[config.mk]
export PLATFORM = sky130hd
export DESIGN_NAME = stream_buffer
export DESIGN_NICKNAME = d
export VERILOG_FILES = /design/src/hdl/stream_pkg.sv /design/src/hdl/fifo_port_if.sv /design/src/hdl/fifo_regfile.sv /design/src/hdl/handshake_ingress.sv /design/src/hdl/handshake_egress.sv /design/src/hdl/stream_buffer.sv
export SDC_FILE = /design/constraint.sdc
export NUM_CORES = 1
export LEC_CHECK = 0
export ABC_AREA = 1
export BUFFER_PORTS_ARGS = -buffer_cell sky130_fd_sc_hd__buf_2
export CAP_MARGIN = 20
export CORE_MARGIN = 2
export CORE_UTILIZATION = 25
export CTS_CLUSTER_DIAMETER = 120
export CTS_CLUSTER_SIZE = 40
export DETAILED_ROUTE_END_ITERATION = 8
export PLACE_DENSITY = 0.52
export SYNTH_ARGS = -nofsm -noshare
export SYNTH_HDL_FRONTEND = slang
export SYNTH_SLANG_ARGS = --single-unit
[constraint.sdc]
create_clock -name clk -period 6.3 [get_ports clk]
set_input_delay 0.315 -clock clk [delete_from_list [all_inputs] [get_ports clk]]
set_output_delay 0.315 -clock clk [all_outputs]
set_load 0.05 [all_outputs]
[src/hdl/stream_pkg.sv]
// Shared widths and FSM state types; DEPTH_DEFAULT must stay a power of two and at least 2
`default_nettype none

package stream_pkg;

    // Default word width in bits
    localparam int DATA_W_DEFAULT = 16;

    // Default FIFO entries, power of two
    localparam int DEPTH_DEFAULT = 8;

    // Ingress receiver states
    typedef enum logic {
        IN_IDLE,
        IN_ACKED
    } ingress_state_t;

    // Egress sender states
    typedef enum logic [1:0] {
        OUT_IDLE,
        OUT_FETCH,
        OUT_OFFER,
        OUT_RELEASE
    } egress_state_t;

endpackage : stream_pkg

`default_nettype wire

[src/hdl/fifo_port_if.sv]
// FIFO push/pop/status bundle; count is one bit wider than the address, DEPTH a power of two
`default_nettype none

interface fifo_port_if #(
    parameter int DATA_W = stream_pkg::DATA_W_DEFAULT,
    parameter int DEPTH  = stream_pkg::DEPTH_DEFAULT
) ();

    localparam int CNT_W = $clog2(DEPTH) + 1;

    // Write side
    logic              push;
    logic [DATA_W-1:0] push_data;
    logic              full;

    // Read side, pop_data valid one cycle after pop
    logic              pop;
    logic [DATA_W-1:0] pop_data;
    logic              empty;

    // Words currently stored
    logic [CNT_W-1:0]  count;

    modport writer (output push, output push_data, input full);

    modport reader (output pop, input pop_data, input empty);

    modport store (
        input  push,
        input  push_data,
        output full,
        input  pop,
        output pop_data,
        output empty,
        output count
    );

endinterface : fifo_port_if

`default_nettype wire

[src/hdl/fifo_regfile.sv]
// Register-file FIFO, one-cycle read latency; push at full and pop at empty are dropped
`default_nettype none

module fifo_regfile #(
    parameter int DATA_W = stream_pkg::DATA_W_DEFAULT,
    parameter int DEPTH  = stream_pkg::DEPTH_DEFAULT
) (
    input  logic       clk,
    input  logic       rst,
    fifo_port_if.store port
);

    localparam int PTR_W = $clog2(DEPTH);

    // Storage and pointers with an extra wrap bit
    logic [DATA_W-1:0] mem [DEPTH];
    logic [PTR_W:0]    wr_ptr;
    logic [PTR_W:0]    rd_ptr;
    logic [DATA_W-1:0] rd_data;

    logic              do_push;
    logic              do_pop;

    // Borrow chain for wr_ptr - rd_ptr
    logic [PTR_W-1:0]  gen;
    logic [PTR_W-1:0]  prop;
    logic [PTR_W:0]    borrow;
    logic [PTR_W:0]    diff;

    if (DEPTH < 2 || (DEPTH & (DEPTH - 1)) != 0) begin : g_depth_check
        $error("fifo_regfile: DEPTH must be a power of two and at least 2");
    end

    assign port.empty = (wr_ptr == rd_ptr);
    assign port.full  = (wr_ptr[PTR_W-1:0] == rd_ptr[PTR_W-1:0]) &&
                        (wr_ptr[PTR_W] != rd_ptr[PTR_W]);

    assign do_push = port.push && !port.full;
    assign do_pop  = port.pop && !port.empty;

    assign borrow[0] = 1'b0;

    for (genvar i = 0; i < PTR_W; i++) begin : g_borrow
        // Borrow is born where rd has a one over a wr zero
        assign gen[i]      = rd_ptr[i] & ~wr_ptr[i];
        assign prop[i]     = ~(rd_ptr[i] ^ wr_ptr[i]);
        assign borrow[i+1] = gen[i] | (prop[i] & borrow[i]);
    end

    for (genvar i = 0; i <= PTR_W; i++) begin : g_diff
        assign diff[i] = wr_ptr[i] ^ rd_ptr[i] ^ borrow[i];
    end

    assign port.count    = diff;
    assign port.pop_data = rd_data;

    always_ff @(posedge clk) begin
        if (do_push) begin
            mem[wr_ptr[PTR_W-1:0]] <= port.push_data;
        end
    end

    always_ff @(posedge clk) begin
        if (rst) begin
            wr_ptr <= '0;
        end else if (do_push) begin
            wr_ptr <= wr_ptr + 1'b1;
        end
    end

    // Registered read port
    always_ff @(posedge clk) begin
        if (rst) begin
            rd_ptr  <= '0;
            rd_data <= '0;
        end else if (do_pop) begin
            rd_data <= mem[rd_ptr[PTR_W-1:0]];
            rd_ptr  <= rd_ptr + 1'b1;
        end
    end

endmodule : fifo_regfile

`default_nettype wire

[src/hdl/handshake_ingress.sv]
// Four-phase receiver, producer synchronous to clk; no ack while the FIFO is full
`default_nettype none

module handshake_ingress #(
    parameter int DATA_W = stream_pkg::DATA_W_DEFAULT,
    parameter int DEPTH  = stream_pkg::DEPTH_DEFAULT
) (
    input  logic              clk,
    input  logic              rst,
    input  logic              in_req,
    input  logic [DATA_W-1:0] in_data,
    output logic              in_ack,
    fifo_port_if.writer       fifo
);
    import stream_pkg::*;

    ingress_state_t state;
    logic           accept;

    // Take the word in the same cycle the request is seen with room
    assign accept = (state == IN_IDLE) && in_req && !fifo.full;

    assign fifo.push      = accept;
    assign fifo.push_data = in_data;
    assign in_ack         = (state == IN_ACKED);

    always_ff @(posedge clk) begin
        if (rst) begin
            state <= IN_IDLE;
        end else begin
            case (state)
                IN_IDLE: begin
                    if (accept) begin
                        state <= IN_ACKED;
                    end
                end
                IN_ACKED: begin
                    // Hold ack until the producer lets go of req
                    if (!in_req) begin
                        state <= IN_IDLE;
                    end
                end
                default: state <= IN_IDLE;
            endcase
        end
    end

endmodule : handshake_ingress

`default_nettype wire

[src/hdl/handshake_egress.sv]
// Four-phase sender, consumer synchronous to clk; one word in flight, next pop after ack falls
`default_nettype none

module handshake_egress #(
    parameter int DATA_W = stream_pkg::DATA_W_DEFAULT,
    parameter int DEPTH  = stream_pkg::DEPTH_DEFAULT
) (
    input  logic              clk,
    input  logic              rst,
    output logic              out_req,
    output logic [DATA_W-1:0] out_data,
    input  logic              out_ack,
    fifo_port_if.reader       fifo
);
    import stream_pkg::*;

    egress_state_t state;

    // Only fetch when idle, so the held word cannot be overwritten
    assign fifo.pop = (state == OUT_IDLE) && !fifo.empty;

    assign out_req = (state == OUT_OFFER);

    // Read register keeps the word until the next pop
    assign out_data = fifo.pop_data;

    always_ff @(posedge clk) begin
        if (rst) begin
            state <= OUT_IDLE;
        end else begin
            case (state)
                OUT_IDLE: begin
                    if (!fifo.empty) begin
                        state <= OUT_FETCH;
                    end
                end
                OUT_FETCH: begin
                    // pop_data is valid in this cycle
                    state <= OUT_OFFER;
                end
                OUT_OFFER: begin
                    if (out_ack) begin
                        state <= OUT_RELEASE;
                    end
                end
                OUT_RELEASE: begin
                    // Wait for the consumer to drop ack
                    if (!out_ack) begin
                        state <= OUT_IDLE;
                    end
                end
                default: state <= OUT_IDLE;
            endcase
        end
    end

endmodule : handshake_egress

`default_nettype wire

[src/hdl/stream_buffer.sv]
// Req/ack word buffer, both agents synchronous to clk; level excludes the word held by egress
`default_nettype none

module stream_buffer #(
    parameter int DATA_W = stream_pkg::DATA_W_DEFAULT,
    parameter int DEPTH  = stream_pkg::DEPTH_DEFAULT
) (
    input  logic                 clk,
    input  logic                 rst,

    // Producer side
    input  logic                 in_req,
    input  logic [DATA_W-1:0]    in_data,
    output logic                 in_ack,

    // Consumer side
    output logic                 out_req,
    output logic [DATA_W-1:0]    out_data,
    input  logic                 out_ack,

    // Words held in the FIFO
    output logic [$clog2(DEPTH):0] level
);

    fifo_port_if #(
        .DATA_W (DATA_W),
        .DEPTH  (DEPTH)
    ) fifo_port ();

    fifo_regfile #(
        .DATA_W (DATA_W),
        .DEPTH  (DEPTH)
    ) fifo_regfile_i (
        .clk  (clk),
        .rst  (rst),
        .port (fifo_port)
    );

    handshake_ingress #(
        .DATA_W (DATA_W),
        .DEPTH  (DEPTH)
    ) handshake_ingress_i (
        .clk     (clk),
        .rst     (rst),
        .in_req  (in_req),
        .in_data (in_data),
        .in_ack  (in_ack),
        .fifo    (fifo_port)
    );

    handshake_egress #(
        .DATA_W (DATA_W),
        .DEPTH  (DEPTH)
    ) handshake_egress_i (
        .clk      (clk),
        .rst      (rst),
        .out_req  (out_req),
        .out_data (out_data),
        .out_ack  (out_ack),
        .fifo     (fifo_port)
    );

    assign level = fifo_port.count;

endmodule : stream_buffer

`default_nettype wire

==> results of run 1 <==
==> cells by family after synthesis <==
group                    Yosys count  share of synthesized area
AND/OR/NAND/NOR                  313                     0.1979
flip-flops                       155                     0.6565
buffers and inverters            146                    0.09256
AO/OA/AOI/OAI                     31                    0.02361
adder cells (fa/ha/maj)           11                    0.02286
XOR/XNOR                           5                   0.006558
==> power by group <==
group	internal [uW]	total (uW)	leakage, uW	switching [uW]
clock	563	998	0.000285	435
sequential	1180	1220	0.00138	32.5
combinational	260	1030	0.00162	771
==> Yosys cell counts (all sizes together) <==
library cell    n  area share
inv           117       0.066
nor2           13      0.0073
edfxtp        128        0.58
clkbuf          6      0.0034
buf            23       0.023
ha              9       0.017
xor2            4      0.0052
dfxtp          27       0.081
o211ai          1      0.0011
nand3          99       0.074
nand2         199        0.11
nor3            2      0.0015
fa              2      0.0060
o21ai           5      0.0037
xnor2           1      0.0013
a21oi          25       0.019
==> final cells by class <==
cell class              instances  share of cell area
clock inverters                14             0.01751
well taps                     335             0.05381
flip-flops and latches        155              0.5630
repair buffers                 47             0.03469
clock buffers                  18             0.05638
inverters                     117             0.05670
multi-input cells             360              0.2180
==> path summary, 6_finish.rpt <==
path / start / end / slack, ns
min reg2reg: fifo_regfile_i.port.pop_data[15] / fifo_regfile_i.port.pop_data[15] / 0.46
max reg2reg: fifo_regfile_i.rd_ptr[0] / fifo_regfile_i.mem[3][5] / 3.29
min: in_req / handshake_ingress_i.in_ack / 0.15
max: fifo_regfile_i.rd_ptr[0] / level[3] / 3.29
==> metrics by stage <==
step	utilization	area, um^2
2_1_floorplan	-	6678
3_3_place_gp	0.2747	7179
3_5_place_dp	0.2761	7214
4_1_cts	0.2981	7790
5_1_grt	0.2981	7790
6_report	0.2981	7790
==> cells in the final DEF, fill, tap and decap left out, types with 4 or more instances in the layout <==
cell and n:
buf_2 41, nor2_2 7, dfxtp_1 26, inv_2 4, a21oi_1 25, nand2_2 5
o21ai_0 5, inv_6 4, nand3_1 99, xor2_1 4, clkbuf_16 17, inv_1 112
ha_1 9, edfxtp_1 128, buf_4 4, nand2_1 193, nor2_1 6
==> routing by layer <==
layer / track usage / wire length, um / vias to the layer above / share of wire
li1: - / - / 2200 / -
met1: 0.1554 / 7422 / 2134 / 0.48
met2: 0.1800 / 7101 / 84 / 0.46
met3: 0.03238 / 768 / 15 / 0.050
met4: 0.03516 / 184 / 0 / 0.012
met5: 0 / 0 / - / 0
==> critical path, delay by kind of cell (launching register included) <==
family / cells / cell delay [ns]
XOR/XNOR: 1 / 0.19
flip-flops: 1 / 0.31
adder cells (fa/ha/maj): 3 / 1.10
buffers and inverters: 2 / 0.62
==> sequential cells by signal, summed over array words and instances, names as in the netlist <==
| signal | cells |
|---|---|
| fifo_regfile_i.mem | 128 |
| fifo_regfile_i.port.pop_data | 16 |
| fifo_regfile_i.rd_ptr | 4 |
| fifo_regfile_i.wr_ptr | 4 |
| handshake_egress_i.state | 2 |
| handshake_ingress_i.in_ack | 1 |
==> metrics.txt, run 1 <==
Tmin final=around 3.0 ns; startpoint type of the worst setup path=register; GR Overflow Total=0; CTS tree=yes; Avg WL per Cell=14.80 um; Starting Density=0.2555; Layout area overhead=16.66%; Vert. Die Dim=approximately 170 um; multi-input logic area=1698 um^2; class of the worst hold path=in2reg; clock buffer depth=2; final worst setup slack=between 3 and 4 ns; initial antenna violation count=0; drt initial violations=~310; Syn Area/Cell=between 10 and 15 um^2; dpl hpwl=roughly 9.8 mm; PwrDens=around 420 nW/um^2; critical path's largest stage delay=~0.38 ns; # port buffers=a little over 40; Slew HR=0.3304; Vias per Instance=4.238; IO Count=42; outcome=finished with violations; drt pass-1 iters=6; Sequential cell area=~4400 um^2; slowest cell on the critical path=fa_1; share of layout cells above drive strength 1=0.1392; TritonCTS Buffers=17; cells after synthesis=between 600 and 700; Non-Filler Instances=1046; latest clock arrival within the worst-skew pair=about 0.44 ns; syn_nets=between 600 and 700; Pleak=about 0.0033 uW; final net count=729; sequential area share after synthesis=0.6565; Yosys Warn Count=0; worst path required time=around 6 ns; Crit Path Max Fanout=between 60 and 70; hold slack final=~0.15 ns; MaxCap Viol Count=0; die area=between 20000 and 30000 um^2; Tot Pwr=roughly 3200 uW; clk slew on worst S/H paths=about 0.060 ns; setup TNS=0 ns; ratio of final minimum period to clock period=0.4773; Resized Gates After CTS=0; Layout fillers=between 2k and 3k; Critical Path Most Common Cell=fa_1; vias in the first global route=~4.2k; type of the worst setup path=reg2out; arrival time at the worst endpoint=about 2.7 ns; first-pass GRT wire length=24.08 mm; critical-path cell list=buf_4, ha_1, fa_1, fa_1, xnor2_1, buf_2; TritonCTS sink count=~160; largest net degree at the start of global routing=69; antenna-violating nets left=0; postcts setup bufs=0; row count=approximately 60; Post-Place Cells=around 1.0k; pre-CTS setup slack=between 3 and 4 ns; clk_skew=roughly 0.012 ns; Ant. Diodes=0; post-synth cell types=23; Worst R2R Path Depth=9; Final setup viols=0; Hold Buf Count CTS=0; fin. max-slew vios=0; RSZ-0062 raised after global routing=no; drc violations=4; synthesized area=~6700 um^2; Post-Route WL=roughly 15 mm; core box area=roughly 26000 um^2; Max Clk Rate=around 0.33 GHz; Die Wd=around 170 um; Hold Violations, Final=0; Worst Tran Pin Value=approximately 1 ns; vias=between 4k and 5k; Hold Crit Depth=3; root buf cell=clkbuf_16; failing checks=DRC; peak supply drop=0.1923 mV; CTS HTree Levels=4; total track usage=0.1151; CP endpoint kind=primary output; RePlAce Congestion=between 0.7 and 0.8; Seq cells post-synth=approximately 160
(Power assumes the default switching activity.)
==> run 2: changes to the inputs <==
--- a/config.mk
+++ b/config.mk
@@ -5,7 +5,7 @@
 export SDC_FILE = /design/constraint.sdc
 export NUM_CORES = 1
 export LEC_CHECK = 0
-export ABC_AREA = 1
+export ABC_AREA = 0
 export BUFFER_PORTS_ARGS = -buffer_cell sky130_fd_sc_hd__buf_2
 export CAP_MARGIN = 20
 export CORE_MARGIN = 2
==> constraint.sdc (replaced) <==
create_clock -name clk -period 2.85 [get_ports clk]
set_input_delay 0.1425 -clock clk [delete_from_list [all_inputs] [get_ports clk]]
set_output_delay 0.1425 -clock clk [all_outputs]
set_load 0.05 [all_outputs]
==> metrics.txt, run 2 <==
Seq cells post-synth=155 (unchanged); Critical Path Most Common Cell=fa_1; vias=2987 (-33%); antenna-violating nets left=0 (unchanged); critical path's largest stage delay=0.49 ns (+0.11 ns); number of flops mapped to enable cells by yosys=128 (unchanged); RSZ-0062 raised after global routing=no; async set-reset flop share out of synthesis=0 (unchanged); root buf cell=clkbuf_16; Synth area leader=edfxtp_1; Resized Gates After CTS=0 (unchanged); commonest cells after routing, fill and taps aside=128 x edfxtp_1, 41 x buf_2, 26 x dfxtp_1; TritonCTS Buffers=17 (unchanged); sequential area share after synthesis=0.7110 (+0.05449); ratio of final minimum period to clock period=0.9277; CTS HTree Levels=4 (unchanged); peak supply drop=0.3763 mV (+96%); Pleak=0.002625 uW (-20%); class of the worst hold path=in2reg; TritonCTS sink count=155 (unchanged); die area=25940 um^2 (-7.5%); Synth Flop Type=edfxtp_1; arrival time at the worst endpoint=2.50 ns (-0.19 ns); Vert. Die Dim=161.0 um (-3.8%); Worst Tran Pin Value=0.8706 ns (-0.1327 ns); Starting Density=0.2543 (-0.001247); dpl hpwl=7.678 mm (-22%); Ant. Diodes=0 (unchanged); RePlAce Congestion=0.7452 (+1.2%); Syn Area/Cell=20.22 um^2 (+100%); Yosys top cell area share=0.6234 (+0.04777); largest net degree at the start of global routing=36 (-48%); total track usage=0.1008 (-0.01433); Crit Path Max Fanout=7 (-90%); Final setup viols=0 (unchanged); latest clock arrival within the worst-skew pair=0.42 ns (-0.02 ns); Slew HR=0.4190 (+0.08853); outcome=finished, final reports clean; final worst setup slack=0.2060 ns (-3.087 ns); pre-CTS setup slack=0.5225 ns (-2.769 ns); PwrDens=889.1 nW/um^2 (+110%); Avg WL per Cell=17.34 um (+17%); Vias per Instance=4.172 (-1.6%); Post-Route WL=12.41 mm (-20%); most common cell in the netlist=edfxtp_1; Tmin final=2.644 ns; CP endpoint kind=primary output; clk_skew=0.007766 ns (-0.004130 ns); critical-path cell list=inv_1, ha_1, fa_1, fa_1, xnor2_1, buf_2; Max Clk Rate=about 0.38 GHz; post-synth cell types=35 (+52%); reg2reg start=fifo_regfile_i.wr_ptr[2]; vias in the first global route=3277 (-22%); startpoint type of the worst setup path=register; initial antenna violation count=0 (unchanged); synth cell count leaders=128 x edfxtp_1, 27 x dfxtp_1, 21 x mux4_1; commonest non-fill, non-tap cell in the layout=edfxtp_1; Worst R2R Path Depth=8 (-1); Yosys Warn Count=0 (unchanged); clock buffer depth=2 (unchanged); FF-to-FF End=fifo_regfile_i.mem[6][10]; MaxCap Viol Count=0 (unchanged); hold slack final=0.02034 ns (-0.1276 ns); worst reg2reg setup slack=0.52 ns (-2.77 ns); Hold Crit Depth=1 (-2); setup TNS=0 ns (unchanged); worst path required time=2.71 ns (-3.27 ns); Hold Violations, Final=0 (unchanged); row count=57 (-3.4%); Tot Pwr=6691 uW (+110%); max reg flops=128 (unchanged); drt pass-1 iters=4 (-2); final net count=410 (-44%); drc violations=0 (-4); Die Wd=161.0 um (-3.8%); CTS tree=yes; slowest cell on the critical path=dfxtp_1; type of the worst setup path=reg2out; hold_sp=in_data[8]; drt initial violations=196 (-38%); fin. max-slew vios=0 (unchanged); cells after synthesis=305 (-54%); clk slew on worst S/H paths=0.06 ns (about the same); core box area=24250 um^2 (-7.2%); largest cells by area after synthesis=edfxtp_1 62%, mux4_1 8.9%, dfxtp_1 8.8%, mux4_2 4.0%, mux2_2 2.9%; # port buffers=41 (unchanged); IO Count=42 (unchanged); first-pass GRT wire length=19.16 mm (-20%); syn_nets=336 (-51%); synthesized area=6166 um^2 (-7.7%); share of layout cells above drive strength 1=0.3061 (+0.1669); hold worst-path end=fifo_regfile_i.mem[0][8]; Layout area overhead=22.06%; GR Overflow Total=0 (unchanged)
run 2: cell types whose count changed after synthesis, sizes merged, moves of 3 or more:
cell	change
a21oi	-24
a22o	+16
buf	-12
clkbuf	-3
inv	-107
mux2	+16
mux2i	+4
mux4	+32
nand2	-196
nand3	-97
nor3	+3
xnor2	+3
run 2: power by group:
group | internal (uW) | switching (uW)
combinational | 612 | 999
clock | 1580 | 823
sequential | 2600 | 79.0
run 2: final cells by class:
cell class / instances / area (um^2)
clock buffers: 24 / 461.7
clock inverters: 8 / 167.7
fillers: 2370 / 16720
inverters: 10 / 37.54
multi-input cells: 126 / 1628
flip-flops and latches: 155 / 4385
well taps: 324 / 405.4
repair buffers: 69 / 440.4
run 2: metal layers:
layer	up-vias	GRT usage	part of all wire
li1	1390	-	-
met1	1539	0.1240	0.45
met2	43	0.1728	0.50
met3	15	0.02825	0.030
met4	0	0.03044	0.011
met5	-	0	0
run 2: worst max path at each step:
stage	cells past startpoint	slack, ns	from	endpoint
finish	6	0.21	fifo_regfile_i.wr_ptr[0]	level[3]
CTS	6	0.18	fifo_regfile_i.wr_ptr[0]	level[3]
global placement	8	0.60	fifo_regfile_i.wr_ptr[2]	fifo_regfile_i.mem[4][9]
detailed placement	8	0.52	fifo_regfile_i.wr_ptr[2]	fifo_regfile_i.mem[4][9]
floorplan	5	0.008	fifo_regfile_i.wr_ptr[1]	fifo_regfile_i.mem[3][0]
global route	6	0.04	fifo_regfile_i.wr_ptr[0]	level[3]
run 2: cells by family (layout without fill, tap and decap cells):
| group | Yosys count | after routing | synth area share |
|---|---|---|---|
| buf+inv | 24 | 111 | 0.03064 |
| simple gates | 30 | 30 | 0.02395 |
| flops | 155 | 155 | 0.7110 |
| fa+ha+maj | 11 | 11 | 0.02476 |
| mux | 52 | 52 | 0.1654 |
| xor+xnor | 8 | 8 | 0.01136 |
| compound gates | 25 | 25 | 0.03287 |
run 2: critical path, delay by kind of cell, from the launching register on:
kind,cells,cell delay (ns)
buffers and inverters,2,0.44
flip-flops,1,0.49
adder cells (fa/ha/maj),3,0.98
XOR/XNOR,1,0.19
run 2: stage by stage:
stage	utilization	cell area [um^2]	std cells
after floorplan	-	6177	305
after global placement	0.2803	6797	674
after detailed placement	0.2803	6797	674
after CTS	0.3104	7526	716
after global routing	0.3104	7526	716
final	0.3104	7526	716
run 2: timing repair:
item / 4_1_cts / 5_1_grt
buffers inserted: 0 / 0
hold endpoints to repair: 63 / 0
hold buffers: 10 / 0
